===== config.mk =====
export PLATFORM = sky130hd
export DESIGN_NAME = subst_perm
export DESIGN_NICKNAME = d
export VERILOG_FILES = /design/src/hdl/scr_ram_pkg.sv /design/src/hdl/subst_perm.sv
export SDC_FILE = /design/constraint.sdc
export NUM_CORES = 1
export LEC_CHECK = 0
export BUFFER_PORTS_ARGS = -buffer_cell sky130_fd_sc_hd__buf_2
export CAP_MARGIN = 20
export CORE_MARGIN = 3
export CORE_UTILIZATION = 62
export DETAILED_ROUTE_END_ITERATION = 8
export GPL_ROUTABILITY_DRIVEN = 0
export PLACE_DENSITY = 0.91
export REMOVE_ABC_BUFFERS = 1
export SYNTH_ARGS = -nofsm -noshare
export SYNTH_HDL_FRONTEND = slang
export SYNTH_SLANG_ARGS = --single-unit

===== constraint.sdc =====
create_clock -name vclk -period 4.8
set_input_delay 0.24 -clock vclk [all_inputs]
set_output_delay 0.24 -clock vclk [all_outputs]
set_load 0.01 [all_outputs]

===== src/hdl/scr_ram_pkg.sv =====
////////////////////////////////////////////////////////////////////////////
// Shared widths, depth and round counts of the scrambled memory, plus the
// 4-bit S-box tables and bit permutation used by both cipher blocks
////////////////////////////////////////////////////////////////////////////

package scr_ram_pkg;

  // Memory geometry, the depth must stay a power of two so that the
  // address mapping remains a bijection over the whole address space
  localparam int DataWidth = 32;
  localparam int Depth     = 256;
  localparam int AddrWidth = 8;

  // Key material for the keystream cipher and the counter block nonce
  localparam int KeyWidth   = 64;
  localparam int NonceWidth = 32;

  // Round counts, the keystream cipher is split half-way by a register
  localparam int NumCipherRounds = 4;
  localparam int NumByteRounds   = 2;
  localparam int NumAddrRounds   = 2;

  // 4-bit S-box, nibble 0 sits in the low bits of the word
  localparam logic [15:0][3:0] SBox4    = 64'h2174_8fe3_da09_b65c;
  // Inverse of the S-box above
  localparam logic [15:0][3:0] SBox4Inv = 64'ha970_364b_d21c_8fe5;

  // Bit permutation of the diffusion layer, bit idx moves to the returned position
  // For any width that is a multiple of four, width/4 and width-1 are coprime,
  // so the mapping below is always a bijection
  function automatic int spn_perm(input int idx, input int width);
    int dst;
    if (idx == width - 1) begin
      dst = idx;
    end else begin
      dst = (idx * (width / 4)) % (width - 1);
    end
    return dst;
  endfunction

endpackage

===== src/hdl/subst_perm.sv =====
////////////////////////////////////////////////////////////////////////////
// Keyed substitution/permutation network that is purely combinational
////////////////////////////////////////////////////////////////////////////

`timescale 1ns/1ps

module subst_perm #(
  parameter int Width     = 8,
  parameter int NumRounds = 2,
  parameter bit Decrypt   = 1'b0
) (
  input  logic [Width-1:0] data_i,
  input  logic [Width-1:0] key_i,
  output logic [Width-1:0] data_o
);
  import scr_ram_pkg::*;

  // Number of S-box lanes in one word
  // The width must be a multiple of four for the nibble split to work
  localparam int NumLanes = Width / 4;

  logic [Width-1:0] state;
  logic [Width-1:0] shuffled;

  always_comb begin
    state    = data_i;
    shuffled = '0;
    for (int r = 0; r < NumRounds; r++) begin
      if (!Decrypt) begin
        // The forward round mixes in the key, substitutes, then permutes
        state = state ^ key_i;
        for (int n = 0; n < NumLanes; n++) begin
          state[4*n +: 4] = SBox4[state[4*n +: 4]];
        end
        for (int b = 0; b < Width; b++) begin
          shuffled[spn_perm(b, Width)] = state[b];
        end
        state = shuffled;
      end else begin
        // Inverse round runs the three steps backwards
        // Undo the permutation by gathering from the forward destinations
        for (int b = 0; b < Width; b++) begin
          shuffled[b] = state[spn_perm(b, Width)];
        end
        for (int n = 0; n < NumLanes; n++) begin
          shuffled[4*n +: 4] = SBox4Inv[shuffled[4*n +: 4]];
        end
        // Same key each round, so the order of rounds does not matter for the key
        state = shuffled ^ key_i;
      end
    end
    data_o = state;
  end

  // Static check on the nibble split
  // A width that is not a multiple of four would leave bits outside any S-box
  initial begin
    assert (Width % 4 == 0 && Width >= 4)
      else $error("subst_perm width must be a multiple of four");
    assert (NumRounds >= 0)
      else $error("subst_perm round count must not be negative");
  end

endmodule


# Word-level counts from Yosys, hierarchy flattened
# Memory sizes are Yosys's and may differ from the RTL's.
# Cells that the tools add are included.
dict set report classes {
  bitwise 2
  n_addsub 0
  div 0
  n_reduce_logical 0
  n_eq_ne 0
  mul 0
  n_shift 0
  n_mux 4
  n_lt_le_gt_ge 4
}
# cell n
set ops {}
lappend ops {{$lt A4 B5 Y1 const B} 4}
lappend ops {{$mux W4} 4}
lappend ops {{$xor A8 B8 Y8} 2}
dict set report word_totals {
  romBits 256
  in_bits 16
  reg_bits 0
  latchBits 0
  memories 4
  output_inout_bits 8
  word_cells 14
  mem_bits_rw 0
}
# memory depth word_bits rd rd_clocked_by_memory_dff write_ports line_no
set memory_table {}
lappend memory_table {{(no name shown)} 16 4 1 0 0 subst_perm.sv:33} ;# state[4*n +: 4] = SBox4[state[4*n +: 4]];
lappend memory_table {{(no name shown)} 16 4 1 0 0 subst_perm.sv:33}
lappend memory_table {{(no name shown)} 16 4 1 0 0 subst_perm.sv:33}
lappend memory_table {{(no name shown)} 16 4 1 0 0 subst_perm.sv:33}

# Logic depth before layout (Yosys ltp)
dict set report logic_depth {
  word_depth 6
  depth_mapped 11
  depth_no_buf 11
}

# Worst setup path after synthesis
# No wires, ideal clock.
dict set report synth_timing {
  path_kind {input to output}
  from {input port key_i[1]}
  to {output port data_o[1]}
  path_slack_ns 2.085
  arrival_ns 2.475
  path_buffers 0
  path_stages 9
  path_cell_list {xnor2_1 > inv_1 > ha_1 > mux4_2 > xor2_4 > inv_2 > ha_1 > mux2i_1 > a211oi_1}
}
dict set report synth_between {
  elab_chain_len 6
}
# item line_no
set synth_lines {}
lappend synth_lines {{start, declared} subst_perm.sv:13} ;# input logic [Width-1:0] key_i,
lappend synth_lines {{$xor A8 B8 Y8} subst_perm.sv:31} ;# state = state ^ key_i;
lappend synth_lines {{$mem_v2 Z16 W4} -}
lappend synth_lines {{$mux W4 (implied by the code)} subst_perm.sv:33}
lappend synth_lines {{$xor A8 B8 Y8} subst_perm.sv:31}
lappend synth_lines {{$mem_v2 Z16 W4} -}
lappend synth_lines {{$mux W4 (implied by the code)} subst_perm.sv:33}
lappend synth_lines {{end, declared} subst_perm.sv:14} ;# output logic [Width-1:0] data_o
# Every way passes these cells. The select of a mux whose other input is x is not followed.

# Worst setup path in the final report
# Same ends and word-level chain as after synthesis.

==> metrics.md <==
| Metric | Value |
|---|---|
| Core outline area | 0.00138 mm2 |
| Synth Instances | about 120 |
| Placed cells | between 150 and 200 |
| DRT antenna net count | 0 |
| DRT met1 WL | 878 um |
| Final Hold Viols | 0 |
| Max VDD drop | 0.000164 V |
| Pwr dens | 263 mW/mm2 |
| Starting Density | 69.7% |
| Worst min-delay path class | input port to output port |
| Mux cell area share after synthesis | between 10% and 20% |
| Post-layout util | 78.6% |
| Layout Nets | ~170 |
| Pre-Repair DR Iteration Count | 4 |
| Synth Warn # | 0 |
| Max cap viols | 0 |
| Vias in the first global route | 889 |
| Power, Total | 0.286 mW |
| Post-route DRC violation count | 0 |
| Min Tclk post-route | 3.08 ns |
| Metal3 WL | between 80 and 90 um |
| Initial DRC count | 21 |
| Highest clock rate | around 0.33 GHz |
| CP startpoint kind | input port |
| WL/cell | about 13 um |
| Sequential fraction of the synthesis area | 0% |
| Mean post-synth cell area | between 8 and 9 um2 |
| Clkbuf count | 0 |
| Sequential cell area | 0 um2 |
| Final HPWL DP | 1750 um |
| Synth Area in XOR/XNOR | 25.3% |
| Crit path required time | 4.56 ns |
| Final setup TNS | 0 ns |
| # Post-CTS Setup Buffers | 0 |
| Final setup viols | 0 |
| Largest family of logic cells by synthesized area | XOR/XNOR gates |
| Outcome | finished, final reports clean |
| Overflow after GRT | 0 |
| Full die area | 0.00206 mm2 |
| Worst EP arrival | 2.84 ns |
| Static leakage | 0.506 nW |
| Global-route wire length before repair | 3650 um |
| Least-Margin Pin Slew | 0.628 ns |
| Slew HR | 57.9% |
| Hold Buf Count CTS | 0 |
| Post-Synth Simple-Gate Area | 17.5% |
| Synth Area in Compound Gates | 22.5% |
| Area growth, synth to finish | 12.9% |
| Largest net degree at the start of global routing | 14 |
| Die height | ~45 um |
| Final worst path period share | 64.1% |
| Number of max-slew violations in the final report | 0 |
| Top layer in use | met4 |
| Post-Synth Adder-Cell Area | 10.4% |
| Via Count | 968 |
| I/O pin count | 24 |
| Metal2 WL | 1080 um |
| Post-CTS sizing | 0 |
| Fillcell total | 109 |
| DIE WIDTH | 45.4 um |
| Post-Syn Area | 963 um2 |
| Finished Layout Cells | 154 |
| RSZ-0062 raised after global routing | no |
| FF+latch count | 0 |
| Vias/cell | between 6 and 7 |
| Ant diodes | 0 |
| Share of layout cells above drive strength 1 | 29.5% |
| Global Route Usage Sum | 22.6% |
| Synth cell types | 43 |
| Worst-path fanout max | 8 |
| Port buffer count | 24 |
| Critical path class | input port to output port |
| Initial antenna violation count | 0 |
| Final WL | 2060 um |
| CP endpoint kind | output port |
| Floorplan row count | 13 |
## metal layers
metal | up-vias | global-route usage, %
met2 | 37 | 40.7
li1 | 480 | -
met3 | 4 | 0.395
met4 | 0 | 1.17
met5 | - | 0
met1 | 447 | 31.0
## power by group
| part | internal (mW) | leakage, nW | switching [mW] | total (mW) |
|---|---|---|---|---|
| sequential | 0 | 0 | 0 | 0 |
| clock | 0 | 0 | 0 | 0 |
| combinational | 0.126 | 0.506 | 0.160 | 0.286 |
## synthesized netlist by cell type, types with 3 or more instances
cell type	instances	area [um2]
a211oi_1	5	37.5
a21oi_1	3	15.0
a32oi_1	3	26.3
ha_1	8	100
inv_1	12	45.0
mux2i_1	11	110
nand2_1	5	18.8
nand3_1	4	20.0
nor2_1	8	30.0
nor2b_1	3	18.8
nor3_1	3	15.0
o21ai_0	4	20.0
xnor2_1	8	70.1
xnor2_2	3	48.8
xor2_1	3	26.3
## worst max-delay path, stage by stage
cell and delay (ns):
buf_2 0.13, xnor2_1 0.35, inv_1 0.17, ha_1 0.34, mux4_2 0.52, xor2_4 0.26, inv_2 0.07, ha_1 0.29
mux2i_1 0.07, a211oi_1 0.23, buf_2 0.16
## path summary, 6_finish.rpt
| kind | start | endpoint | slack (ns) | cells past startpoint |
|---|---|---|---|---|
| setup / recovery | key_i[1] | data_o[1] | 1.72 | 11 |
| hold / removal | key_i[3] | data_o[0] | 1.02 | 4 |
## cell type report
class	count	area (um2)	area share, %
repair buffers	24	120	11.0
well taps	15	18.8	1.73
multi-input cells	101	896	82.4
inverters	14	52.6	4.83
## stage by stage
stage / hold slack (ns) / instance area (um2) / setup slack [ns]
finish: 1.02 / 1090 / 1.72
global route: 1.08 / 1090 / 1.51
CTS: 1.04 / 1090 / 1.74
detailed placement: 1.03 / 1090 / 1.75
global placement: 1.03 / 1090 / 1.86
floorplan: 0.720 / 948 / 2.08
## cells by family (layout without fill, tap and decap cells)
logic type      count (synthesis)  count (layout)
compound gates                 29              29
xor+xnor                       18              18
fa+ha+maj                       8               8
buf+inv                        17              38
mux                            14              14
simple gates                   32              32
## placed cells by master, fill, tap and decap left out, types with 2 or more instances in the layout
master	n
buf_2	24
inv_1	12
mux2i_1	11
xnor2_1	8
nor2_1	8
ha_1	8
nand2_1	5
a211oi_1	5
nand3_1	4
o21ai_0	4
xnor2_2	3
xor2_1	3
nor2b_1	3
nor3_1	3
a32oi_1	3
a21oi_1	3
mux4_2	2
xor2_4	2
inv_2	2
o211a_1	2
o211ai_1	2
a31oi_1	2
Power figures use the tool's default switching activity.
