--- config.mk ---
export PLATFORM = sky130hd
export DESIGN_NAME = keystream_gen
export DESIGN_NICKNAME = d
export VERILOG_FILES = /design/src/hdl/scr_ram_pkg.sv /design/src/hdl/keystream_gen.sv
export SDC_FILE = /design/constraint.sdc
export NUM_CORES = 1
export LEC_CHECK = 0
export ABC_CLOCK_PERIOD_IN_PS = 3100
export BUFFER_PORTS_ARGS = -buffer_cell sky130_fd_sc_hd__buf_2
export CORE_AREA = 2 2 114 116
export DETAILED_ROUTE_END_ITERATION = 12
export DIE_AREA = 0 0 116 118
export PLACE_DENSITY = 0.81
export SLEW_MARGIN = 20
export SYNTH_ARGS = -nofsm -noshare
export SYNTH_HDL_FRONTEND = slang
export SYNTH_SLANG_ARGS = --single-unit
--- constraint.sdc ---
create_clock -name clk_i -period 3.1 [get_ports clk_i]
set_clock_uncertainty 0.1 [all_clocks]
set_input_delay 0.155 -clock clk_i [delete_from_list [all_inputs] [get_ports clk_i]]
set_output_delay 0.155 -clock clk_i [all_outputs]
set_load 0.01 [all_outputs]
--- src/hdl/scr_ram_pkg.sv ---
////////////////////////////////////////////////////////////////////////////
// Shared widths, depth and round counts of the scrambled memory, plus the
// 4-bit S-box tables and bit permutation used by both cipher blocks
////////////////////////////////////////////////////////////////////////////

package scr_ram_pkg;

  // Memory geometry, the depth must stay a power of two so that the
  // address mapping remains a bijection over the whole address space
  localparam int DataWidth = 32;
  localparam int Depth     = 256;
  localparam int AddrWidth = 8;

  // Key material for the keystream cipher and the counter block nonce
  localparam int KeyWidth   = 64;
  localparam int NonceWidth = 32;

  // Round counts, the keystream cipher is split half-way by a register
  localparam int NumCipherRounds = 4;
  localparam int NumByteRounds   = 2;
  localparam int NumAddrRounds   = 2;

  // 4-bit S-box, nibble 0 sits in the low bits of the word
  localparam logic [15:0][3:0] SBox4    = 64'h2174_8fe3_da09_b65c;
  // Inverse of the S-box above
  localparam logic [15:0][3:0] SBox4Inv = 64'ha970_364b_d21c_8fe5;

  // Bit permutation of the diffusion layer, bit idx moves to the returned position
  // For any width that is a multiple of four, width/4 and width-1 are coprime,
  // so the mapping below is always a bijection
  function automatic int spn_perm(input int idx, input int width);
    int dst;
    if (idx == width - 1) begin
      dst = idx;
    end else begin
      dst = (idx * (width / 4)) % (width - 1);
    end
    return dst;
  endfunction

endpackage
--- src/hdl/keystream_gen.sv ---
////////////////////////////////////////////////////////////////////////////
// Reduced-round 32-bit block cipher for counter-mode keystream generation,
// with a pipeline register after half of the rounds
////////////////////////////////////////////////////////////////////////////

`timescale 1ns/1ps

module keystream_gen (
  input  logic                             clk_i,
  input  logic                             rst_ni,
  input  logic                             valid_i,
  input  logic [31:0]                      block_i,
  input  logic [scr_ram_pkg::KeyWidth-1:0] key_i,
  output logic [31:0]                      keystream_o,
  output logic                             valid_o
);
  import scr_ram_pkg::*;

  // Round key r is a 32-bit window of the key rotated by 19*r bits
  // The odd step makes every key bit take part over the four rounds
  function automatic logic [31:0] round_key(input logic [KeyWidth-1:0] key, input int rnd);
    logic [2*KeyWidth-1:0] key_dbl;
    key_dbl = {key, key};
    return key_dbl[(rnd * 19) % KeyWidth +: 32];
  endfunction

  // One cipher round: key mix, eight S-boxes, then the bit permutation
  function automatic logic [31:0] cipher_round(input logic [31:0] state,
                                               input logic [31:0] rkey);
    logic [31:0] mixed;
    logic [31:0] permuted;
    mixed    = state ^ rkey;
    permuted = '0;
    for (int n = 0; n < 8; n++) begin
      mixed[4*n +: 4] = SBox4[mixed[4*n +: 4]];
    end
    for (int b = 0; b < 32; b++) begin
      permuted[spn_perm(b, 32)] = mixed[b];
    end
    return permuted;
  endfunction

  logic [31:0] first_half;
  logic [31:0] half_q;
  logic [31:0] second_half;
  logic        valid_q;

  // Rounds before the register
  always_comb begin
    first_half = block_i;
    for (int r = 0; r < NumCipherRounds / 2; r++) begin
      first_half = cipher_round(first_half, round_key(key_i, r));
    end
  end

  // Only load on a request so that the state does not toggle when idle
  always_ff @(posedge clk_i) begin
    if (valid_i) begin
      half_q <= first_half;
    end
  end

  always_ff @(posedge clk_i or negedge rst_ni) begin
    if (!rst_ni) begin
      valid_q <= 1'b0;
    end else begin
      valid_q <= valid_i;
    end
  end

  // Remaining rounds finish in the cycle after the request
  always_comb begin
    second_half = half_q;
    for (int r = NumCipherRounds / 2; r < NumCipherRounds; r++) begin
      second_half = cipher_round(second_half, round_key(key_i, r));
    end
  end

  assign keystream_o = second_half;
  assign valid_o     = valid_q;

  // The keystream of a request is marked valid exactly one cycle later
  a_valid_delay: assert property (@(posedge clk_i) disable iff (!rst_ni)
    $past(rst_ni) |-> valid_o == $past(valid_i));

endmodule

# After elaboration in Yosys (flattened, before gate mapping)
# Memory sizes are Yosys's and may differ from the RTL's. A register that Yosys moved wholly into a read port is not among the register bits.
# Cells that the tools add are included.
[op_classes] magnitude_cmp=24 n_mux=24 n_bitwise=4
[op_table] cell="32-bit bitwise XOR" count=4
[op_table] cell="4-bit by 5-bit less-than comparator with 1-bit output, second input constant" count=24
[op_table] cell="4-bit 2-to-1 mux" count=24
[word_totals] reg_bits=1 mem_bits_ro=2048 input_bits=99 output_inout_bits=33 word_cells=85 n_memories=32
[mem_list] memory="(no name shown)" depth=16 width=4 read_ports=1 rd_clocked_by_memory_dff=1 write_ports=0 line_no="keystream_gen.sv:35" rtl="mixed[4*n +: 4] = SBox4[mixed[4*n +: 4]];"
[mem_list] memory="(no name shown)" depth=16 width=4 read_ports=1 rd_clocked_by_memory_dff=1 write_ports=0 line_no="keystream_gen.sv:35"
[mem_list] memory="(no name shown)" depth=16 width=4 read_ports=1 rd_clocked_by_memory_dff=1 write_ports=0 line_no="keystream_gen.sv:35"
[mem_list] memory="(no name shown)" depth=16 width=4 read_ports=1 rd_clocked_by_memory_dff=0 write_ports=0 line_no="keystream_gen.sv:35"
[mem_list] memory="(no name shown)" depth=16 width=4 read_ports=1 rd_clocked_by_memory_dff=0 write_ports=0 line_no="keystream_gen.sv:35"
[mem_list] memory="(no name shown)" depth=16 width=4 read_ports=1 rd_clocked_by_memory_dff=0 write_ports=0 line_no="keystream_gen.sv:35"
[mem_list] memory="26 more memories"

# Logic depth before layout (Yosys ltp)
# Gate-level depths: netlist (run 1).
[logic_depth] word_depth=6 mapped_depth=13

# Least setup slack after synthesis (run 1)
# No wires, ideal clock.
[synth_path] path_type="register to output" startpoint="register half_q[4]" endpoint="output port keystream_o[26]" arrival_ns=2.543 slack_ns=0.302 path_stages_with_launch=8 n_path_buf=0 cell_sequence="edfxtp_1 xnor2_1 inv_2 ha_1 mux4_2 xnor2_1 mux2_2 a221oi_1"
[synth_via] elab_chain_cells=6
[synth_lines] item="from (decl)" line_no="keystream_gen.sv:44" rtl="logic [31:0] half_q;"
[synth_lines] item="32-bit bitwise XOR" line_no="keystream_gen.sv:32" rtl="mixed = state ^ rkey;"
[synth_lines] item="memory read 16 x 4 bit"
[synth_lines] item="4-bit 2-to-1 mux (implied by the code)" line_no="keystream_gen.sv:35"
[synth_lines] item="32-bit bitwise XOR" line_no="keystream_gen.sv:32"
[synth_lines] item="memory read 16 x 4 bit"
[synth_lines] item="4-bit 2-to-1 mux (implied by the code)" line_no="keystream_gen.sv:35"
[synth_lines] item="to (decl)" line_no="keystream_gen.sv:14" rtl="output logic [31:0] keystream_o,"
# Every way passes these cells. The select of a mux whose other input is x is not followed.

# Final worst setup path (run 1)
[layout_path] startpoint="register half_q[25]" endpoint="output port keystream_o[15]"
# The elaborated chain is that of the path after synthesis.

==> run_results.csv, run 1 <==
group,metric,value,unit
worst_setup_path,cp_max_fo,4,
grt,grt_pass1_vias,5978,
floorplanning,rows,41,
synthesis,synthesis.area,7058,um2
grt,grt_use_total,0.2602,
cts,cts_tree,"yes",
timing,timing.slew.headroom,0.4484,
power_and_ir_drop,p_total,10.42,mW
power_and_ir_drop,leakagePower,4.144,nW
outcome,status,"complete, but fails checks",
synthesis,synthArstFlopShare,0.03030,
outcome,violations,"negative setup slack",
final_layout,antennaDiodeCount,0,
synthesis,ys_top_cells_by_area,"ha_1 16%, edfxtp_1 14%, xnor2_1 9.9%",
worst_setup_path,worst_setup_path_end_kind,"output port",
final_layout,layout-drive-gt1-share,0.3447,
worst_setup_path,path_class,"reg -> out",
placement,post-place-ws,51.27,ps
grt,overflow,0,
synthesis,ys_seq_area_frac,0.1397,
cts,htree_levels,2,
routing,drt-vias-per-instance,5.753,
timing,rsz0062_at_grt,"true",
synthesis,syn_nets,951,
placement,gp_congestion,0.9188,
synthesis,synth_seq_cells,33,
placement,dp_hpwl,14.35,mm
grt,antenna_found_initial,0,
timing,worst_pin_slew,827.4,ps
floorplanning,die_x,116,um
synthesis,synth-edff-count,32,
floorplanning,io_pins,132,
cts,cts_buffers,5,
timing,hold_violations,0,
synthesis,yosys_warnings,0,
final_layout,utilization,0.7257,
floorplanning,die_y,118,um
power_and_ir_drop,seqPwrFrac,0.083,
power_and_ir_drop,power_frac_comb,0.871,
timing,fin_crit_sh,1.023,
floorplanning,core-area,12410,um2
worst_setup_path,critPathLaunchType,"flop",
synthesis,synth_top_area_frac,0.1560,
floorplanning,start_util,0.5685,
synthesis,yosysUniqueCellTypes,50,
placement,port_buffers,131,
synthesis,yosysTopAreaCell,"ha_1",
grt,grt_pass1_wl,28.38,mm
synthesis,ys.flop_type,"edfxtp_1",
routing,ant_nets,0,
routing,drt_iter0_drc,508,
final_layout,area_delta_synth_final,27.64,%
routing,vias,6564,
power_and_ir_drop,p_sw,5.180,mW
routing,drc_errors,0,
routing,wl_per_cell,16.90,um
min_path,hold_path_class,"in -> async",
cts,cts.sinks,33,
cts,clk_pin_slew_worst_paths,50,ps
timing,postLayoutSetupSlackWorst,-72.37,ps
cts,cts_buffer_depth,2,
flow_run,maxCapViolCount,0,
floorplanning,dieArea,13690,um2
cts,cts-root-buf,"clkbuf_16",
timing,drv_slew,0,
timing,fmax,315.2,MHz
power_and_ir_drop,clockPowerShare,0.046,
worst_setup_path,cp_data_arrival_time,2920,ps
power_and_ir_drop,p_int,5.241,mW
power_and_ir_drop,power_density,1157,nW/um2
final_layout,nNetsFinal,1156,
timing,finalCriticalPeriod,3172,ps
routing,first_pass_iters,7,
timing,finalSetupViolCount,6,
power_and_ir_drop,ir_worst_vdd,0.5850,mV
worst_setup_path,worstPathRequired,2840,ps
routing,routed_wl,19.28,mm
power_and_ir_drop,sw_frac_of_total,0.4970,
synthesis,avgSynthCellArea,9.238,um2
synthesis,netlist_instances,764,
grt,grt_max_degree,34,
## critical path, cell delays in order (launching register included)
cell,delay [ps]
edfxtp_1,430
xnor2_2,250
inv_1,140
ha_1,350
mux2_2,280
o22ai_2,240
xor2_2,250
buf_4,160
mux2i_1,200
nand2_1,70
o31ai_1,90
buf_2,170
## power by group through the flow
stage	logic (mW)	clock network, mW	registers, mW
5_1_grt	9.88	0.496	0.874
3_5_place_dp	7.80	0	0.830
4_1_cts	8.06	0.479	0.847
3_3_place_gp	7.61	0	0.822
6_report	9.08	0.478	0.863
2_1_floorplan	5.52	0	0.801
## synthesized netlist by cell type (6+ instances only)
cell       n
xnor2_1   80
nor3_1    19
edfxtp_1  32
nor2_1    43
a211oi_1  12
nand3_1   14
xor2_1    49
a21oi_1   49
mux2i_1   51
o22ai_1    7
mux4_2    25
mux2_2    11
xor2_2    13
ha_1      88
nand2_1   31
o221ai_1   6
nand2b_1   6
xnor2_2   22
inv_1     92
a31oi_1    6
o21ai_0   28
nor2b_1   11
a221oi_1  14
## sequential cells by signal (all words and copies together) (netlist names)
name,cells
valid_o,1
half_q,32
## repair_timing
action,CTS,global route
hold buffers,1,0
setup endpoints to repair,28,28
pin swaps,4,22
buffers inserted,5,22
hold endpoints to repair,1,0
gates resized for setup,23,40
## layer usage
metal / up-vias / GRT usage / part of all wire
met1: 3107 / 0.3424 / 0.41
met4: 0 / 0.08333 / 0.034
met5: - / 0 / 0
met2: 284 / 0.4463 / 0.49
met3: 49 / 0.02472 / 0.061
li1: 3124 / - / -
## area by class of cell
type,instances,area [um2]
multi-input cells,631,6115
fillers,866,3406
repair buffers,205,1211
flip-flops and latches,33,985.9
inverters,93,349.1
well taps,172,215.2
clock buffers,6,128.9
clock inverters,1,3.754
## logic make-up after synthesis
logic type                 count (synthesis)  share of synthesized area
AOI/OAI and AO/OA                        149                     0.1365
xor gates and xnor gates                 164                     0.2407
adders and majority gates                 88                     0.1560
buffers and inverters                    100                    0.05371
DFF                                       33                     0.1397
muxes                                     90                     0.1808
and+or+nand+nor                          140                    0.09254
## metrics by stage
step	cell area [um2]	instances	hold slack (ps)	TNS, ps
floorplan	7058	764	-240.6	0
global placement	8244	1106	-170.6	0
detailed placement	8244	1106	-169.6	0
CTS	8616	1119	65.18	0
global route	9009	1141	95.54	-1288
finish	9009	1141	74.50	-224.1
## layout by cell type (no fill, tap or decap), drive strengths merged, types with 28 or more instances in the layout
cell type	netlist	routed
nor2	43	43
inv	93	93
nand2	31	31
ha	88	88
mux4	28	28
edfxtp	32	32
a21oi	49	49
mux2i	51	51
buf	3	203
o21ai	28	28
xnor2	102	102
xor2	62	62
## worst max-delay path by stage
stage,from,to
2_1_floorplan,half_q[4],keystream_o[26]
3_3_place_gp,half_q[21],keystream_o[19]
3_5_place_dp,half_q[21],keystream_o[19]
4_1_cts,half_q[13],keystream_o[4]
5_1_grt,half_q[16],keystream_o[17]
6_report,half_q[25],keystream_o[15]
Note: power is estimated with default switching activity, not from simulation.
==> inputs of run 2 (changes only) <==
--- a/config.mk
+++ b/config.mk
@@ -7,9 +7,9 @@
 export LEC_CHECK = 0
 export ABC_CLOCK_PERIOD_IN_PS = 3100
 export BUFFER_PORTS_ARGS = -buffer_cell sky130_fd_sc_hd__buf_2
-export CORE_AREA = 2 2 114 116
+export CORE_AREA = 2 2 87 151
 export DETAILED_ROUTE_END_ITERATION = 12
-export DIE_AREA = 0 0 116 118
+export DIE_AREA = 0 0 89 153
 export PLACE_DENSITY = 0.81
 export SLEW_MARGIN = 20
 export SYNTH_ARGS = -nofsm -noshare
==> run 2 against run 1 <==
The flow still finishes with violations (negative setup slack). Combinational power is 8.1% higher. Flip-flop and latch count stayed put. Cell count is 1.3% higher. Worst setup slack better by 9.4 ps. Utilization is 2.6 points higher. Hold slack worse by 3.1 ps. Critical endpoint is now keystream_o[4].
==> run_results.csv, run 2 (synthesized netlist as in run 1, its figures left out) <==
group,metric,value,unit
outcome,status,"complete, but fails checks",
outcome,violations,"negative setup slack",
floorplanning,rows,54,
routing,first_pass_iters,5,
final_layout,top_register,"half_q",
floorplanning,start_util,0.5677,
power_and_ir_drop,seqPwrFrac,0.078,
cts,cts-root-buf,"clkbuf_16",
routing,drt-vias-per-instance,5.830,
final_layout,antennaDiodeCount,0,
power_and_ir_drop,clockPowerShare,0.046,
worst_setup_path,path_class,"reg -> out",
floorplanning,die_y,153,um
worst_setup_path,cp_data_arrival_time,2910,ps
power_and_ir_drop,sw_frac_of_total,0.4983,
power_and_ir_drop,p_sw,5.586,mW
placement,gp_congestion,0.8623,
worst_setup_path,worst_setup_path_end_kind,"output port",
cts,cts_tree,"yes",
final_layout,largest_register_ffs,32,
grt,grt_pass1_vias,6494,
grt,grt_max_degree,34,
timing,setup_tns,-148.1,ps
timing,fin_crit_sh,1.020,
timing,hold_violations,0,
grt,overflow,0,
timing,finalSetupViolCount,5,
cts,htree_levels,2,
cts,cts_buffer_depth,2,
flow_run,maxCapViolCount,0,
final_layout,layout-drive-gt1-share,0.3846,
final_layout,final_cell_mix,"131 x buf_2, 91 x buf_4, 82 x inv_1",
grt,grt_use_total,0.2763,
cts,cts_buffers,5,
power_and_ir_drop,p_int,5.624,mW
timing,finalCriticalPeriod,3163,ps
grt,antenna_found_initial,0,
floorplanning,io_pins,132,
min_path,hold_path_class,"in -> async",
timing,worst_pin_slew,865.3,ps
routing,ant_nets,0,
power_and_ir_drop,power_density,1200,nW/um2
placement,port_buffers,131,
routing,routed_wl,21.82,mm
final_layout,layout_commonest_cell,"buf_2",
cts,clk_pin_slew_worst_paths,70,ps
timing,fmax,316.2,MHz
timing,rsz0062_at_grt,"true",
floorplanning,core-area,12430,um2
placement,dp_hpwl,15.13,mm
worst_setup_path,worstPathRequired,2840,ps
worst_setup_path,critPathLaunchType,"flop",
floorplanning,die_x,89,um
routing,drt_iter0_drc,406,
grt,grt_pass1_wl,29.44,mm
placement,post-place-ws,-60.08,ps
timing,postLayoutSetupSlackWorst,-62.94,ps
routing,drc_errors,0,
floorplanning,dieArea,13620,um2
power_and_ir_drop,ir_worst_vdd,0.6147,mV
timing,timing.slew.headroom,0.4231,
final_layout,area_delta_synth_final,32.33,%
routing,vias,6740,
routing,wl_per_cell,18.88,um
power_and_ir_drop,power_frac_comb,0.876,
power_and_ir_drop,leakagePower,4.258,nW
final_layout,nNetsFinal,1174,
cts,cts.sinks,33,
timing,drv_slew,0,
worst_setup_path,cp_max_fo,8,
[run 2: cell count changes in the layout (fill, tap and decap cells not counted), moves of 3 or more]
cell,before,now
xor2_4,5,8
a211oi_1,10,7
a21oi_1,48,45
inv_2,6,11
a21oi_2,1,4
a211oi_2,2,5
inv_1,87,82
buf_4,72,91
ha_1,84,80
ha_4,4,7
[run 2: layer usage]
layer / global-route usage / wire length, um / vias to the layer above
li1: - / - / 3148
met1: 0.2828 / 7259 / 3203
met2: 0.5242 / 11470 / 279
met3: 0.02268 / 1200 / 110
met4: 0.1507 / 1893 / 0
met5: 0 / 0 / -
[run 2: what timing repair did]
item | 4_1_cts | 5_1_grt
resized for setup | 30 | 70
hold endpoints to repair | 1 | 0
hold buffers | 1 | 0
setup endpoints to repair | 30 | 28
setup buffers | 7 | 32
pin swaps | 7 | 37
[run 2: cell type report]
cell class / count / area, um2
clock buffer: 5 / 125.1
fill: 824 / 3092
timing repair buffer: 223 / 1349
inverter: 93 / 349.1
tap: 168 / 210.2
sequential: 33 / 985.9
clock inverter: 3 / 17.52
multi-input combinational: 631 / 6304
[run 2: per-stage QoR]
stage	cells	area, um2	hold WS [ps]	utilization	total power [mW]
2_1_floorplan	764	7058	-240.6	-	6.325
3_3_place_gp	1108	8284	-170.3	0.6664	8.517
3_5_place_dp	1108	8284	-169.6	0.6664	8.723
4_1_cts	1124	8698	65.99	0.6997	9.571
5_1_grt	1156	9340	84.19	0.7513	12.03
6_report	1156	9340	71.44	0.7513	11.21
[run 2: worst max-delay path, cell delays in order, from the launching register on]
cell	delay [ps]
edfxtp_1	440
xor2_2	320
ha_2	230
inv_1	50
mux4_2	560
xor2_4	350
buf_4	200
nand2b_1	90
o32ai_1	150
a21oi_1	70
buf_2	150
[run 2: how the worst max path moves through the flow]
stage | endpoint | depth (start not counted) | startpoint | slack, ps
after floorplan | keystream_o[26] | 7 | half_q[4] | 300
after global placement | keystream_o[19] | 10 | half_q[21] | 20
after detailed placement | keystream_o[19] | 10 | half_q[21] | -60
after CTS | keystream_o[19] | 10 | half_q[21] | -3
after global routing | keystream_o[4] | 10 | half_q[13] | -160
final | keystream_o[4] | 10 | half_q[13] | -60
[run 2: power groups by stage]
stage               sequential [mW]  clock, mW  combinational (mW)
finish                        0.869      0.518                9.82
global route                  0.881      0.523                10.6
CTS                           0.847      0.511                8.21
detailed placement            0.827          0                7.90
global placement              0.822          0                7.70
floorplan                     0.801          0                5.52
==> inputs of run 3 (changes only) <==
--- a/config.mk
+++ b/config.mk
@@ -5,12 +5,13 @@
 export SDC_FILE = /design/constraint.sdc
 export NUM_CORES = 1
 export LEC_CHECK = 0
+export ABC_AREA = 1
 export ABC_CLOCK_PERIOD_IN_PS = 3100
 export BUFFER_PORTS_ARGS = -buffer_cell sky130_fd_sc_hd__buf_2
-export CORE_AREA = 2 2 87 151
+export CORE_AREA = 2 2 95 165
 export DETAILED_ROUTE_END_ITERATION = 12
-export DIE_AREA = 0 0 89 153
-export PLACE_DENSITY = 0.81
+export DIE_AREA = 0 0 97 167
+export PLACE_DENSITY = 0.82
 export SLEW_MARGIN = 20
 export SYNTH_ARGS = -nofsm -noshare
 export SYNTH_HDL_FRONTEND = slang
==> constraint.sdc (replaced) <==
create_clock -name clk_i -period 3.1 [get_ports clk_i]
set_clock_uncertainty 0.1 [all_clocks]
set_input_delay 0.155 -clock clk_i [delete_from_list [all_inputs] [get_ports clk_i]]
set_output_delay 0.155 -clock clk_i [all_outputs]
set_load 0.05 [all_outputs]
==> run 3 against run 2 <==
The flow now finishes without violations. Synthesized cell count is 110% higher. Hold slack worse by 6.8 ps. Total power is 29% lower. Clock power is 18% higher. Fmax is 7.4% higher. Sequential share of layout area is 0.71 points lower. Clock-buffer cell count is 2 higher. Critical path depth is 4 higher. Flip-flop and latch count stayed put. Routed wire length is 24% higher. Highest routed layer unchanged. Utilization is 7.7 points lower. First-iteration DRC count is 37% higher.
==> run_results.csv, run 3 <==
group,metric,value,unit
outcome,status,"finished, final reports clean",
cts,cts_tree,"yes",
synthesis,ys_seq_area_frac,0.1126,
min_path,hold_path_class,"in -> async",
power_and_ir_drop,leakagePower,6.160,nW
timing,hold_violations,0,
placement,port_buffers,131,
timing,postLayoutSetupSlackWorst,154.6,ps
final_layout,final_cell_mix,"787 x nand2_1, 233 x nand3_1, 211 x inv_1",
synthesis,synth.most_common_cell,"nand2_1",
routing,drt-vias-per-instance,5.340,
routing,ant_nets,0,
synthesis,synth_seq_cells,33,
power_and_ir_drop,power_density,793.1,nW/um2
final_layout,layout-drive-gt1-share,0.1205,
synthesis,ys.flop_type,"edfxtp_1",
floorplanning,rows,59,
final_layout,nFillCells,1437,
synthesis,yosysUniqueCellTypes,29,
cts,cts_buffer_depth,2,
worst_setup_path,path_class,"reg -> out",
worst_setup_path,worst_setup_path_end_kind,"output port",
cts,cts.sinks,33,
worst_setup_path,cp_data_arrival_time,2690,ps
grt,grt_max_degree,34,
synthesis,synth-edff-count,32,
timing,worst_pin_slew,903.1,ps
worst_setup_path,crit_path_max_incr_delay,430,ps
worst_setup_path,path_cells,"xnor2_2 > inv_1 > ha_1 > inv_1 > nand2_1 > nand3_1 > nand2_1 > xor2_1 > buf_4 > inv_1 > nand2_1 > nor2_1 > nor2_1 > buf_2",
routing,wl_per_cell,13.82,um
worst_setup_path,critPathSlowestCell,"edfxtp_1",
timing,fmax,339.5,MHz
timing,drv_slew,0,
timing,setup_tns,0,ps
grt,grt_pass1_wl,43.46,mm
cts,htree_levels,2,
flow_run,maxCapViolCount,0,
floorplanning,die_y,167,um
routing,vias,10418,
cts,cts_buffers,5,
timing,rsz0062_at_grt,"false",
synthesis,synthArstFlopShare,0.03030,
placement,dp_hpwl,23.11,mm
synthesis,synthesis.area,8753,um2
floorplanning,die_x,97,um
routing,drc_errors,0,
synthesis,avgSynthCellArea,5.427,um2
cts,cts-root-buf,"clkbuf_16",
synthesis,ys_top_cells_by_area,"nand2_1 34%, nand3_1 13%, ha_1 13%",
placement,post-place-ws,303.7,ps
routing,routed_wl,26.96,mm
synthesis,synth_top_area_frac,0.3396,
grt,antenna_found_initial,0,
worst_setup_path,startpoint,"half_q[12]",
routing,drt_iter0_drc,555,
grt,grt_use_total,0.3286,
final_layout,utilization,0.6746,
synthesis,syn_nets,1800,
final_layout,nNetsFinal,1954,
final_layout,area_delta_synth_final,14.35,%
timing,fin_crit_sh,0.9501,
synthesis,yosysTopAreaCell,"nand2_1",
timing,timing.slew.headroom,0.3980,
grt,grt_pass1_vias,9640,
synthesis,yosys_warnings,0,
cts,cts_setup_buffers,0,
floorplanning,io_pins,132,
routing,first_pass_iters,7,
synthesis,synth_commonest_cells,"792 x nand2_1, 233 x nand3_1, 211 x inv_1, 88 x ha_1, 52 x o21ai_0",
final_layout,largest_register_ffs,32,
timing,finalCriticalPeriod,2945,ps
final_layout,top_register,"half_q",
floorplanning,start_util,0.5899,
worst_setup_path,worstPathRequired,2840,ps
final_layout,layout_commonest_cell,"nand2_1",
synthesis,netlist_instances,1613,
floorplanning,core-area,14840,um2
worst_setup_path,critPathLaunchType,"flop",
floorplanning,dieArea,16200,um2
power_and_ir_drop,ir_worst_vdd,0.5931,mV
placement,gp_congestion,1.021,
worst_setup_path,cp_max_fo,6,
cts,clk_pin_slew_worst_paths,60,ps
power_and_ir_drop,p_total,7.939,mW
grt,overflow,0,
timing,finalSetupViolCount,0,
final_layout,antennaDiodeCount,0,
-- run 3: cell type report --
| cell class | count | area (um2) | area share |
|---|---|---|---|
| clock buffers | 7 | 142.6 | 0.01425 |
| clock inverters | 1 | 30.03 | 0.003000 |
| inverters | 219 | 822.0 | 0.08212 |
| multi-input cells | 1356 | 6953 | 0.6946 |
| flip-flops and latches | 33 | 985.9 | 0.09850 |
| well taps | 183 | 229.0 | 0.02288 |
| repair buffers | 152 | 847.1 | 0.08462 |
-- run 3: report_power, final --
part | internal [mW] | total [mW] | switching, mW
clock network | 0.402 | 0.609 | 0.207
registers | 0.664 | 0.758 | 0.0936
logic | 1.93 | 6.57 | 4.64
-- run 3: worst max-delay path: cells and delay by family (launching register included) --
| family | cells | cell delay, ps |
|---|---|---|
| xor+xnor | 2 | 510 |
| fa+ha+maj | 1 | 290 |
| buf+inv | 5 | 740 |
| flops | 1 | 430 |
| simple gates | 6 | 420 |
-- run 3: cells by family after synthesis --
| group | count (synthesis) | synth area share |
|---|---|---|
| AND/OR/NAND/NOR | 1106 | 0.5183 |
| buffers and inverters | 224 | 0.09791 |
| AO/OA/AOI/OAI | 90 | 0.05660 |
| adder cells (fa/ha/maj) | 88 | 0.1258 |
| XOR/XNOR | 72 | 0.08877 |
| flip-flops | 33 | 0.1126 |
-- run 3: metal layers --
| metal | vias to the layer above | global-route usage | part of all wire |
|---|---|---|---|
| met5 | - | 0 | 0 |
| met4 | 0 | 0.2180 | 0.074 |
| met3 | 99 | 0.02728 | 0.043 |
| met2 | 367 | 0.6313 | 0.52 |
| met1 | 4590 | 0.3293 | 0.36 |
| li1 | 5362 | - | - |
-- run 3: what timing repair did --
| item | 4_1_cts | 5_1_grt |
|---|---|---|
| hold buffers | 1 | 0 |
| endpoints found under the hold margin | 1 | 0 |
| gates resized for setup | 0 | 23 |
| setup endpoints to repair | 0 | 25 |
-- run 3: worst max path at each step --
stage                            to  slack, ps
finish              keystream_o[30]        150
global route         keystream_o[0]          3
CTS                 keystream_o[28]        100
detailed placement        half_q[7]        300
global placement          half_q[7]        380
floorplan           keystream_o[22]         70
-- run 3: through the flow --
step,cell area (um2),std cells,hold slack (ps)
floorplan,8753,1613,-240.6
global route,10010,1951,95.96
CTS,9936,1951,66.06
detailed placement,9753,1942,-168.4
finish,10010,1951,64.64
global placement,9753,1942,-171.1
